==> config.mk <==
export PLATFORM = sky130hd
export DESIGN_NAME = exec_stage
export DESIGN_NICKNAME = d
export VERILOG_FILES = /design/src/exec_pkg.sv /design/src/exec_alu.sv /design/src/exec_branch.sv /design/src/exec_control.sv /design/src/exec_decode.sv /design/src/exec_regfile.sv /design/src/exec_stage.sv
export SDC_FILE = /design/constraint.sdc
export NUM_CORES = 2
export LEC_CHECK = 0
export BUFFER_PORTS_ARGS = -buffer_cell sky130_fd_sc_hd__buf_2
export CAP_MARGIN = 20
export CORE_AREA = 4 4 407 409
export DETAILED_ROUTE_END_ITERATION = 16
export DIE_AREA = 0 0 411 413
export SETUP_SLACK_MARGIN = 0.02
export SYNTH_ARGS = -nofsm -noshare
export SYNTH_HDL_FRONTEND = slang
export SYNTH_SLANG_ARGS = --single-unit
==> constraint.sdc <==
create_clock -name clk -period 14.95 [get_ports clk]
set_clock_uncertainty 0.1 [all_clocks]
set_input_delay 1.495 -clock clk [delete_from_list [all_inputs] [get_ports clk]]
set_output_delay 1.495 -clock clk [all_outputs]
set_load 0.02 [all_outputs]
==> src/exec_pkg.sv <==
`default_nettype none

package exec_pkg;

    localparam int XLEN = 32;
    localparam int ALEN = 32;

    // Instruction bits 6:2
    typedef enum logic [4:0] {
        OP_LUI    = 5'b01101,
        OP_AUIPC  = 5'b00101,
        OP_JAL    = 5'b11011,
        OP_JALR   = 5'b11001,
        OP_BRANCH = 5'b11000,
        OP_IMM    = 5'b00100,
        OP_OP     = 5'b01100
    } opcode_e;

    typedef enum logic [3:0] {
        EXC_INSTR_ADDR_MISALIGNED = 4'd0,
        EXC_ILLEGAL_INSTR         = 4'd2
    } trap_cause_e;

    typedef enum logic {
        RUN,
        HALTED
    } ctrl_state_e;

    typedef struct packed {
        logic [ALEN-1:0] addr;
        logic [ALEN-1:0] next_addr;
        logic            compressed;
        logic [31:0]     word;
    } fetch_t;

    typedef struct packed {
        opcode_e         opcode;
        logic [4:0]      rd;
        logic [4:0]      rs1;
        logic [4:0]      rs2;
        logic [2:0]      funct3;
        logic            funct7_5;
        logic [XLEN-1:0] i_imm;
        logic [XLEN-1:0] b_imm;
        logic [XLEN-1:0] j_imm;
        logic [XLEN-1:0] u_imm;
        logic            is_branch;
        logic            is_alu;
        logic            legal_opcode;
    } decoded_t;

    typedef struct packed {
        logic            valid;
        logic [4:0]      rd;
        logic            we;
        logic [XLEN-1:0] result;
        logic            exception;
        trap_cause_e     cause;
        logic            taken;
        logic [ALEN-1:0] target;
    } unit_out_t;

    typedef struct packed {
        logic            valid;
        logic [4:0]      rd;
        logic            we;
        logic [XLEN-1:0] result;
        logic            exception;
        trap_cause_e     cause;
        logic            taken;
        logic [ALEN-1:0] target;
        logic [ALEN-1:0] addr;
    } retire_t;

endpackage

`default_nettype wire

==> src/exec_alu.sv <==
`default_nettype none

module exec_alu (
    input  logic                      clk,
    input  logic                      rst,
    input  logic                      issue,
    input  exec_pkg::fetch_t          fetch,
    input  exec_pkg::decoded_t        dec,
    input  logic [exec_pkg::XLEN-1:0] rs1_data,
    input  logic [exec_pkg::XLEN-1:0] rs2_data,
    output exec_pkg::unit_out_t       out
);

    import exec_pkg::*;

    logic [XLEN-1:0] op_b;
    logic [XLEN-1:0] sra_res;
    logic [XLEN-1:0] res;
    logic [4:0]      shamt;
    logic            sub_sel;
    logic            fire;

    assign fire = issue && dec.is_alu;

    always_comb begin
        op_b    = (dec.opcode == OP_OP) ? rs2_data : dec.i_imm;
        shamt   = op_b[4:0];
        sub_sel = (dec.opcode == OP_OP) && dec.funct7_5; // SUB has no immediate form
        sra_res = $signed(rs1_data) >>> shamt;

        case (dec.opcode)
            OP_LUI:   res = dec.u_imm;
            OP_AUIPC: res = fetch.addr + dec.u_imm;
            default: begin
                case (dec.funct3)
                    3'b000:  res = sub_sel ? rs1_data - op_b : rs1_data + op_b;
                    3'b001:  res = rs1_data << shamt;
                    3'b010:  res = {{(XLEN-1){1'b0}}, $signed(rs1_data) < $signed(op_b)};
                    3'b011:  res = {{(XLEN-1){1'b0}}, rs1_data < op_b};
                    3'b100:  res = rs1_data ^ op_b;
                    3'b101:  res = dec.funct7_5 ? sra_res : rs1_data >> shamt;
                    3'b110:  res = rs1_data | op_b;
                    default: res = rs1_data & op_b;
                endcase
            end
        endcase
    end

    always_ff @(posedge clk) begin
        if (fire) begin
            out.rd        <= dec.rd;
            out.we        <= dec.legal_opcode;
            out.result    <= res;
            out.exception <= !dec.legal_opcode;
            out.cause     <= EXC_ILLEGAL_INSTR; // Only cause this unit raises
            out.taken     <= 1'b0;
            out.target    <= '0;
        end

        if (rst)
            out.valid <= 1'b0;
        else
            out.valid <= fire;
    end

endmodule

`default_nettype wire

==> src/exec_branch.sv <==
`default_nettype none

module exec_branch (
    input  logic                      clk,
    input  logic                      rst,
    input  logic                      issue_unless_mispredict,
    input  logic                      issue,
    input  exec_pkg::fetch_t          fetch,
    input  exec_pkg::decoded_t        dec,
    input  logic [exec_pkg::XLEN-1:0] rs1_data,
    input  logic [exec_pkg::XLEN-1:0] rs2_data,
    output exec_pkg::unit_out_t       out,
    output logic                      mispredict
);

    import exec_pkg::*;

    logic [ALEN-1:0] add_a;
    logic [ALEN-1:0] add_b;
    logic [ALEN-1:0] sum;
    logic [ALEN-1:0] target;
    logic            cond;
    logic            illegal;
    logic            misaligned;
    logic            exc;
    logic            taken_now;
    logic            fire;
    logic            taken_q;
    logic [ALEN-1:0] target_q;

    assign fire = issue && dec.is_branch;

    // Single target adder shared by all three forms
    always_comb begin
        case (dec.opcode)
            OP_JALR: begin
                add_a = rs1_data;
                add_b = dec.i_imm;
            end
            OP_JAL: begin
                add_a = fetch.addr;
                add_b = dec.j_imm;
            end
            default: begin
                add_a = fetch.addr;
                add_b = dec.b_imm;
            end
        endcase
        sum    = add_a + add_b;
        target = (dec.opcode == OP_JALR) ? {sum[ALEN-1:1], 1'b0} : sum;
    end

    always_comb begin
        if (dec.opcode == OP_BRANCH) begin
            case (dec.funct3)
                3'b000:  cond = rs1_data == rs2_data;                   // BEQ
                3'b001:  cond = rs1_data != rs2_data;                   // BNE
                3'b100:  cond = $signed(rs1_data) < $signed(rs2_data);  // BLT
                3'b101:  cond = $signed(rs1_data) >= $signed(rs2_data); // BGE
                3'b110:  cond = rs1_data < rs2_data;                    // BLTU
                3'b111:  cond = rs1_data >= rs2_data;                   // BGEU
                default: cond = 1'b0;
            endcase
        end else begin
            cond = 1'b1; // Jumps always taken
        end

        illegal = ((dec.opcode == OP_JALR) && (dec.funct3 != 3'b000))
               || ((dec.opcode == OP_BRANCH) && (dec.funct3[2:1] == 2'b01));
        misaligned = cond && target[1]; // No compressed support
        exc        = illegal || misaligned;
        taken_now  = cond && !exc;
    end

    always_ff @(posedge clk) begin
        if (fire) begin
            out.rd        <= dec.rd;
            out.we        <= (dec.opcode != OP_BRANCH) && !exc;
            out.result    <= fetch.next_addr; // Link value, not the target
            out.exception <= exc;
            out.cause     <= illegal ? EXC_ILLEGAL_INSTR : EXC_INSTR_ADDR_MISALIGNED;
            out.taken     <= taken_now;
            out.target    <= target;
        end

        if (rst)
            out.valid <= 1'b0;
        else
            out.valid <= fire;
    end

    // Last taken target, checked against the next presented address
    always_ff @(posedge clk) begin
        if (fire && taken_now)
            target_q <= target;

        if (rst)
            taken_q <= 1'b0;
        else if (issue_unless_mispredict)
            taken_q <= fire && taken_now;
    end

    assign mispredict = issue_unless_mispredict && taken_q && (fetch.addr != target_q);

endmodule

`default_nettype wire

==> src/exec_control.sv <==
`default_nettype none

module exec_control (
    input  logic                      clk,
    input  logic                      rst,
    input  logic                      in_valid,
    input  logic [exec_pkg::ALEN-1:0] in_addr,
    input  logic                      trap_clear,
    input  logic                      mispredict,
    input  exec_pkg::unit_out_t       alu_out,
    input  exec_pkg::unit_out_t       branch_out,
    output logic                      issue_unless_mispredict,
    output logic                      issue,
    output exec_pkg::retire_t         retire,
    output logic                      halted
);

    import exec_pkg::*;

    ctrl_state_e     state;
    unit_out_t       sel;
    logic [ALEN-1:0] addr_q;
    logic            trap_now;

    // At most one unit is valid per cycle
    assign sel      = branch_out.valid ? branch_out : alu_out;
    assign trap_now = sel.valid && sel.exception;

    // Trap blocks issue already in the cycle it retires
    assign halted                  = (state == HALTED) || trap_now;
    assign issue_unless_mispredict = in_valid && !halted;
    assign issue                   = issue_unless_mispredict && !mispredict;

    always_comb begin
        retire.valid     = sel.valid;
        retire.rd        = sel.rd;
        retire.we        = sel.valid && sel.we;
        retire.result    = sel.result;
        retire.exception = sel.exception;
        retire.cause     = sel.cause;
        retire.taken     = sel.taken;
        retire.target    = sel.target;
        retire.addr      = addr_q;
    end

    always_ff @(posedge clk) begin
        if (issue)
            addr_q <= in_addr;
    end

    always_ff @(posedge clk) begin
        if (rst) begin
            state <= RUN;
        end else begin
            case (state)
                RUN: begin
                    if (trap_now)
                        state <= HALTED;
                end
                HALTED: begin
                    if (trap_clear)
                        state <= RUN;
                end
                default: state <= RUN;
            endcase
        end
    end

endmodule

`default_nettype wire

==> src/exec_decode.sv <==
`default_nettype none

module exec_decode (
    input  logic [31:0]         instr,
    output exec_pkg::decoded_t  dec
);

    import exec_pkg::*;

    logic known;
    logic branch_op;

    always_comb begin
        dec.opcode   = opcode_e'(instr[6:2]);
        dec.rd       = instr[11:7];
        dec.rs1      = instr[19:15];
        dec.rs2      = instr[24:20];
        dec.funct3   = instr[14:12];
        dec.funct7_5 = instr[30];

        dec.i_imm = {{(XLEN-12){instr[31]}}, instr[31:20]};
        dec.b_imm = {{(XLEN-13){instr[31]}}, instr[31], instr[7], instr[30:25],
                     instr[11:8], 1'b0};
        dec.j_imm = {{(XLEN-21){instr[31]}}, instr[31], instr[19:12], instr[20],
                     instr[30:21], 1'b0};
        dec.u_imm = {instr[31:12], 12'h000};

        case (dec.opcode)
            OP_JAL, OP_JALR, OP_BRANCH: begin
                branch_op = 1'b1;
                known     = 1'b1;
            end
            OP_LUI, OP_AUIPC, OP_IMM, OP_OP: begin
                branch_op = 1'b0;
                known     = 1'b1;
            end
            default: begin
                branch_op = 1'b0;
                known     = 1'b0;
            end
        endcase

        // Low bits must be 11, no compressed encodings
        dec.legal_opcode = known && (instr[1:0] == 2'b11);
        dec.is_branch    = branch_op && dec.legal_opcode;
        dec.is_alu       = !dec.is_branch; // Unknown words retire as ALU traps
    end

endmodule

`default_nettype wire

==> src/exec_regfile.sv <==
`default_nettype none

module exec_regfile (
    input  logic                      clk,
    input  logic                      rst,
    input  logic [4:0]                rs1,
    input  logic [4:0]                rs2,
    output logic [exec_pkg::XLEN-1:0] rs1_data,
    output logic [exec_pkg::XLEN-1:0] rs2_data,
    input  logic                      wr_en,
    input  logic [4:0]                wr_addr,
    input  logic [exec_pkg::XLEN-1:0] wr_data
);

    import exec_pkg::*;

    logic [XLEN-1:0] regs [1:31]; // x0 has no storage
    logic            wr_live;

    assign wr_live = wr_en && (wr_addr != 5'd0);

    always_ff @(posedge clk) begin
        if (rst) begin
            for (int i = 1; i < 32; i++) begin
                regs[i] <= '0;
            end
        end else if (wr_live) begin
            regs[wr_addr] <= wr_data;
        end
    end

    always_comb begin
        if (rs1 == 5'd0)
            rs1_data = '0;
        else if (wr_live && wr_addr == rs1)
            rs1_data = wr_data; // Bypass same-cycle write
        else
            rs1_data = regs[rs1];

        if (rs2 == 5'd0)
            rs2_data = '0;
        else if (wr_live && wr_addr == rs2)
            rs2_data = wr_data;
        else
            rs2_data = regs[rs2];
    end

endmodule

`default_nettype wire

==> src/exec_stage.sv <==
`default_nettype none

module exec_stage (
    input  logic               clk,
    input  logic               rst,
    input  logic               in_valid,
    input  exec_pkg::fetch_t   in_instr,
    input  logic               trap_clear,
    output exec_pkg::retire_t  retire,
    output logic               mispredict,
    output logic               halted
);

    import exec_pkg::*;

    decoded_t        dec;
    logic [XLEN-1:0] rs1_data;
    logic [XLEN-1:0] rs2_data;
    unit_out_t       alu_out;
    unit_out_t       branch_out;
    logic            issue;
    logic            issue_unless_mispredict;

    exec_decode decode0 (
        .instr (in_instr.word),
        .dec   (dec)
    );

    exec_regfile regfile0 (
        .clk      (clk),
        .rst      (rst),
        .rs1      (dec.rs1),
        .rs2      (dec.rs2),
        .rs1_data (rs1_data),
        .rs2_data (rs2_data),
        .wr_en    (retire.we),    // Already qualified by valid
        .wr_addr  (retire.rd),
        .wr_data  (retire.result)
    );

    exec_alu alu0 (
        .clk      (clk),
        .rst      (rst),
        .issue    (issue),
        .fetch    (in_instr),
        .dec      (dec),
        .rs1_data (rs1_data),
        .rs2_data (rs2_data),
        .out      (alu_out)
    );

    exec_branch branch0 (
        .clk                     (clk),
        .rst                     (rst),
        .issue_unless_mispredict (issue_unless_mispredict),
        .issue                   (issue),
        .fetch                   (in_instr),
        .dec                     (dec),
        .rs1_data                (rs1_data),
        .rs2_data                (rs2_data),
        .out                     (branch_out),
        .mispredict              (mispredict)
    );

    exec_control control0 (
        .clk                     (clk),
        .rst                     (rst),
        .in_valid                (in_valid),
        .in_addr                 (in_instr.addr),
        .trap_clear              (trap_clear),
        .mispredict              (mispredict),
        .alu_out                 (alu_out),
        .branch_out              (branch_out),
        .issue_unless_mispredict (issue_unless_mispredict),
        .issue                   (issue),
        .retire                  (retire),
        .halted                  (halted)
    );

endmodule

`default_nettype wire

### After elaboration in Yosys (flattened, before gate mapping)

Memory sizes are Yosys's and may differ from the RTL's.
Index checks and enable logic that the tools add are counted.

* bits in writable memories: 992
* memories kept: 1
* register bits after elaboration: 183
* logic and storage cells: 122
* bits of input ports: 101
* output and inout port bits: 111

* shift operators: 3
* bitwise logic cells: 4
* $add $sub $neg: 4
* equality and inequality tests: 22
* reduce and logical (&&, ||, !) cells: 36
* muxes and demuxes: 29
* magnitude comparators: 6

Memories
* regfile0.regs: depth 31, width 32, read ports 2, clocked after Yosys merged registers in 0, write ports 31, RTL line exec_regfile.sv:17 `logic [XLEN-1:0] regs [1:31];`

Operator list (count)
* 32-bit two-way mux: 9
* 32-bit one-hot mux with 7 select lines: 1
* 32-bit less-than comparator: 4
* 32-bit adder: 3
* 77-bit two-way mux: 1
* 32-bit greater-or-equal comparator: 2
* 32-bit inequality test: 2
* 32-bit one-hot mux with 2 select lines: 1
* 20-bit one-hot mux with 2 select lines: 1
* 32-bit bitwise AND: 1
* 32-bit equality test: 1
* 32-bit bitwise OR: 1
* 32-bit OR reduction: 1
* 32-bit by 5-bit << shifter with 32-bit output: 1
* 32-bit by 5-bit right shift with 32-bit output: 1
* 32-bit by 5-bit >>> shifter with 32-bit output: 1
* 32-bit subtractor: 1
* 32-bit XOR: 1
* 1-bit logical AND: 20
* 5-bit equality test (second input constant): 3
* 3-bit equality test (second input constant): 4
* 1-bit two-way mux: 12
* 5-bit by 3-bit equality test with 1-bit output (second input constant): 2
* 5-bit by 4-bit equality test with 1-bit output (second input constant): 2
* other kinds (19): 28

### Longest topological paths before layout

* depth in word-level cells: 14
* depth in mapped cells: 30
* depth with buffers taken out: 23

### By module

From an unflattened synthesis, not the netlist that was laid out.

* cells, all modules: 6671
* area, all modules: 78725.5 um^2

By module, submodules not included
* exec_regfile: sequential area each 30749.5 um^2, times used 1, cells an instance 3923, area an instance 55512.0 um^2
* exec_alu: sequential area each 1191.1 um^2, times used 1, cells an instance 1822, area an instance 12914.9 um^2
* exec_branch: sequential area each 3193.1 um^2, times used 1, cells an instance 636, area an instance 7100.6 um^2
* exec_control: sequential area each 980.9 um^2, times used 1, cells an instance 128, area an instance 1996.9 um^2
* exec_decode: sequential area each 0.0 um^2, times used 1, cells an instance 162, area an instance 1201.2 um^2

### Worst setup path before layout

Ideal clock, no wire load.

* path type: input-to-reg
* start: input in_instr[20] (netlist name)
* end: register branch0.target_q[0] (enable)
* setup slack: 7.203 ns
* buffers on the path: 6
* data arrival time: 7.255 ns
* required time: 14.458 ns
* stages: 23
* setup time: 0.392 ns
* path through: buf_4 > buf_4 > buf_4 > buf_2 > buf_2 > buf_1 > mux4_2 > mux4_2 > nand2_1 > nand3_1 > o211ai_1 > ha_1 > a21o_1 > a21o_1 > a21o_1 > a21o_1 > a21oi_1 > o21ai_0 > a22oi_1 > nand3_1 > mux2_2 > nor3_1 > o2111a_1

* cells in the longest elaborated chain, start to end: 12
* elaborated cells on any way between the ends: 21
* classes of those cells: 1 x add/sub; 4 x order compare; 3 x eq/ne; 5 x mux; 7 x reduce/logical; 1 x memory

RTL lines
* from (decl): RTL line exec_stage.sv:7 `input exec_pkg::fetch_t in_instr,`
* branches (longest 10 deep; another with memory 31 x 32 bit)
* 1-bit logical AND (*): RTL line exec_branch.sv:72 `taken_now = cond && !exc;`
* 1-bit logical AND (*): RTL line exec_branch.sv:94 `if (fire && taken_now)`
* to (signal assigned): RTL line exec_branch.sv:95 `target_q <= target;`
* to (decl): RTL line exec_branch.sv:29 `logic [ALEN-1:0] target_q;`

Every way passes the cells marked *.
A chain may end at the register's enable or synchronous reset.

### Final worst setup path

* start: input in_instr[21] (netlist name)
* end: register alu0.out[64] (netlist name) (data pin)

* cells in the longest elaborated chain, start to end: 9
* elaborated cells on any way between the ends: 20
* classes of those cells: 3 x add/sub; 1 x eq/ne; 3 x shift; 7 x mux; 3 x bitwise; 2 x reduce/logical; 1 x memory

RTL lines
* branches (longest 8 deep; another with memory 31 x 32 bit)
* 32-bit one-hot mux with 2 select lines (*): RTL line exec_alu.sv:31 `case (dec.opcode)`
* via alu0.res[26]: RTL line exec_alu.sv:18 `logic [XLEN-1:0] res;`
* to (decl): RTL line exec_alu.sv:11 `output exec_pkg::unit_out_t out`

Mark *: on every way through the listed nets, which the timed path passes.

==> out/qor.yml <==
outcome:
  outcome: "complete, no violations"
clocking:
  insertion_delay_ns: 0.82
  cts_buffers: 138
  cts_buffer_depth: 3
  cts.clk_slew.worst_paths_ns: 0.06
  post_cts_buffers: 0
  root_buffer: "clkbuf_16"
  cts_resized: 0
  cts_max_level: 4
  clkSinkCount: 1204
  cts_tree: "yes"
  cts_hold_buf: 0
worst_setup_path:
  regToRegEndpoint: "branch0.out[26]"
  cp.depth: 23
  r2r-start: "branch0.out[76]"
  cp-startpoint: "in_instr[21]"
  crit_path_top_delay_cell: "o311ai_0"
  critPathCaptureType: "flop"
  ff2ff_path_depth: 21
  critPathLaunchType: "primary input"
  r2r_setup_slack_ns: 5.90
  crit_path_cell_trace: "buf_8, buf_4, or3_1, o22ai_1, nor4_1, o21bai_1, a21oi_4, inv_2, ha_1, inv_1, fa_1, nand3_1, a21oi_1, o21ai_0, a31oi_1, o311ai_0, a21boi_0, o41ai_1, nor2_1, a21oi_1, xnor2_1, nand2_1, a31oi_1"
  path_buf_inv: 4
  cp_top_family: "compound AO/OA/AOI/OAI gates"
  cp.required_ns: 15.40
  cp_data_arrival_time_ns: 9.64
  criticalPathCategory: "primary input to flop"
  worst_path_largest_cell_delay_ns: 0.86
  crit_end: "alu0.out[64]"
  path_max_fanout: 54
die:
  rows: 148
  fp.dieW_um: 411
  dieArea_mm2: 0.170
  num_io_pins: 212
  core_mm2: 0.162
  dieHeight_um: 413
  start_util_pct: 44.8
drt:
  wirelength_um: 325000
  viasPerCell: 6.90
  first_iter_violations: 10000
  wl_per_cell_um: 38.4
  drcViolationCount: 0
  num_vias: 58400
  final_antenna_net_count: 0
  firstDrtPassIters: 6
grt:
  use_met2_pct: 57.3
  antenna_found_initial: 15
  use_met3_pct: 11.2
  grt_max_degree: 103
  grt.total_usage_pct: 37.6
  grt_pass1_wl_um: 444000
  grt_busiest_layer: "met2"
  met1_usage_pct: 46.3
  grt_pass1_vias: 56300
  grt_overflow: 0
worst_hold_path:
  hold_class: "flop to flop"
  whs_path_depth: 1
sta:
  setup_violations: 0
  max_slew_margin_pct: 19.9
  drv_slew: 0
  worstMarginPinSlew_ns: 1.19
  worst_slack_ns: 5.75
  fin_tns_setup_ns: 0
  finalHoldViolations: 0
  finalCritPeriodShare_pct: 61.5
  fmax_mhz: 109
  min_period_ns: 9.20
  rsz0062_at_grt: "no"
finish:
  synthToLayoutAreaGrowth_pct: 11.6
  n_fill_cell: 14400
  fin_nets: 6464
  final_cells: 8468
  post-route-util_pct: 50.0
  drive_above_1_share_pct: 20.1
  seq_area_mm2: 0.0361
  multi_input_area_mm2: 0.0345
run:
  cap_viol_max_count: 0
placement:
  dp_cells: 8212
  port_buffers: 207
  gp_congestion: 1.04
  dp_hpwl_um: 203000
  place_ws_ns: 5.29
logic_synthesis:
  ys_top_cells_by_area: "edfxtp_1 (50%), mux4_2 (14%), nor2_1 (6.4%)"
  yosysTopAreaCellShare_pct: 49.7
  yosysTopAreaCell: "edfxtp_1"
  synth_seq_area_share_pct: 49.8
  yosys_register_bits: 1204
  ys.flop_type: "edfxtp_1"
  synth_common_cells: "nor2_1 (1228), edfxtp_1 (1200), mux4_2 (437)"
  syn_inst: 6147
  synth_edf_count: 1200
  async_flop_share_pct: 0
  synthDistinctLibCells: 104
  ys_warn_count: 0
  yosysMostFrequentCell: "nor2_1"
  syn_avg_cell_area_um2: 11.8
  synth_area_mm2: 0.0725
power:
  pwr-share-clk_pct: 35.9
  combPwrFrac_pct: 22.0
  swShare_pct: 32.0
  internal_power_w: 0.00633
  peakVddDrop_uv: 130
  power.switching_w: 0.00298
  p_seq_share_pct: 42.1
  leakagePower_nw: 30.8
  power_density_mw_per_mm2: 115
==> cells by family (layout without fill, tap and decap cells) <==
family | Yosys count | count (layout) | synth area share [%]
mux | 866 | 866 | 19.6
compound gates | 1109 | 1109 | 10.3
fa+ha+maj | 183 | 183 | 3.20
xor+xnor | 113 | 113 | 1.36
other cells | 1 | 46 | 0.00517
flops | 1204 | 1204 | 49.8
buf+inv | 698 | 799 | 4.08
simple gates | 1973 | 1973 | 11.6
==> placed cells by master (no fill, tap or decap), types with 50 or more instances in the layout <==
| cell type | n |
|---|---|
| clkbuf_16 | 139 |
| ha_1 | 179 |
| nor3_1 | 86 |
| nand3_1 | 94 |
| a21oi_1 | 234 |
| nand2_1 | 273 |
| mux4_2 | 437 |
| xor2_1 | 59 |
| a221oi_1 | 50 |
| a211oi_1 | 56 |
| o21ai_0 | 184 |
| o22ai_1 | 111 |
| inv_1 | 143 |
| buf_2 | 200 |
| edfxtp_1 | 1200 |
| nor2_1 | 1223 |
| xnor2_1 | 54 |
| mux2i_1 | 346 |
| o211ai_1 | 74 |
| buf_4 | 187 |
==> sequential cells by signal (all words and copies together) (netlist names) <==
| name | cells |
|---|---|
| control0.state | 1 |
| branch0.target_q | 32 |
| branch0.out | 74 |
| alu0.out | 40 |
| branch0.taken_q | 1 |
| regfile0.regs | 1024 |
| control0.addr_q | 32 |
==> area by class of cell <==
cell class,count,share of cell area (%)
antenna,11,0.0340
clock buffer,170,4.44
clock inverter,72,0.958
inverter,156,0.726
multi-input combinational,4279,42.6
sequential,1204,44.6
tap,2175,3.36
timing repair buffer,401,3.29
==> metrics by stage <==
step | hold WS, ns | instance area [µm²] | total power [W]
3_5_place_dp | 0.334 | 76500 | 0.00595
6_report | 0.345 | 81000 | 0.00931
5_1_grt | 0.371 | 80900 | 0.00954
3_3_place_gp | 0.330 | 76500 | 0.00594
2_1_floorplan | 0.318 | 72700 | 0.00514
4_1_cts | 0.343 | 80900 | 0.00924
==> worst register-to-register path, delay by kind of cell, from the launching register on <==
kind | cells | cell delay, ns
AO/OA/AOI/OAI | 10 | 3.83
buffers and inverters | 3 | 1.47
AND/OR/NAND/NOR | 4 | 1.47
multiplexers | 2 | 0.73
flip-flops | 1 | 0.68
adder cells (fa/ha/maj) | 1 | 0.35
XOR/XNOR | 1 | 0.18
==> power by group through the flow <==
| stage | clock network [W] | logic, W | registers [W] |
|---|---|---|---|
| after global placement | 0 | 0.00196 | 0.00398 |
| after floorplan | 0 | 0.00117 | 0.00397 |
| after CTS | 0.00335 | 0.00197 | 0.00392 |
| after detailed placement | 0 | 0.00197 | 0.00399 |
| after global routing | 0.00349 | 0.00211 | 0.00393 |
| final | 0.00334 | 0.00205 | 0.00392 |
==> metal layers <==
layer	vias to the layer above	share of wire (%)
met1	29400	34
met5	-	0.017
met2	4585	44
li1	23300	-
met3	1151	13
met4	8	8.4
==> how the worst min path moves through the flow <==
stage                     endpoint            from  slack, ns
floorplan           control0.state  control0.state       0.32
global placement    control0.state  control0.state       0.33
detailed placement  control0.state  control0.state       0.33
CTS                 control0.state  control0.state       0.34
global route        control0.state  control0.state       0.37
finish              control0.state  control0.state       0.34
No activity file was read; power rests on OpenSTA's default activity.
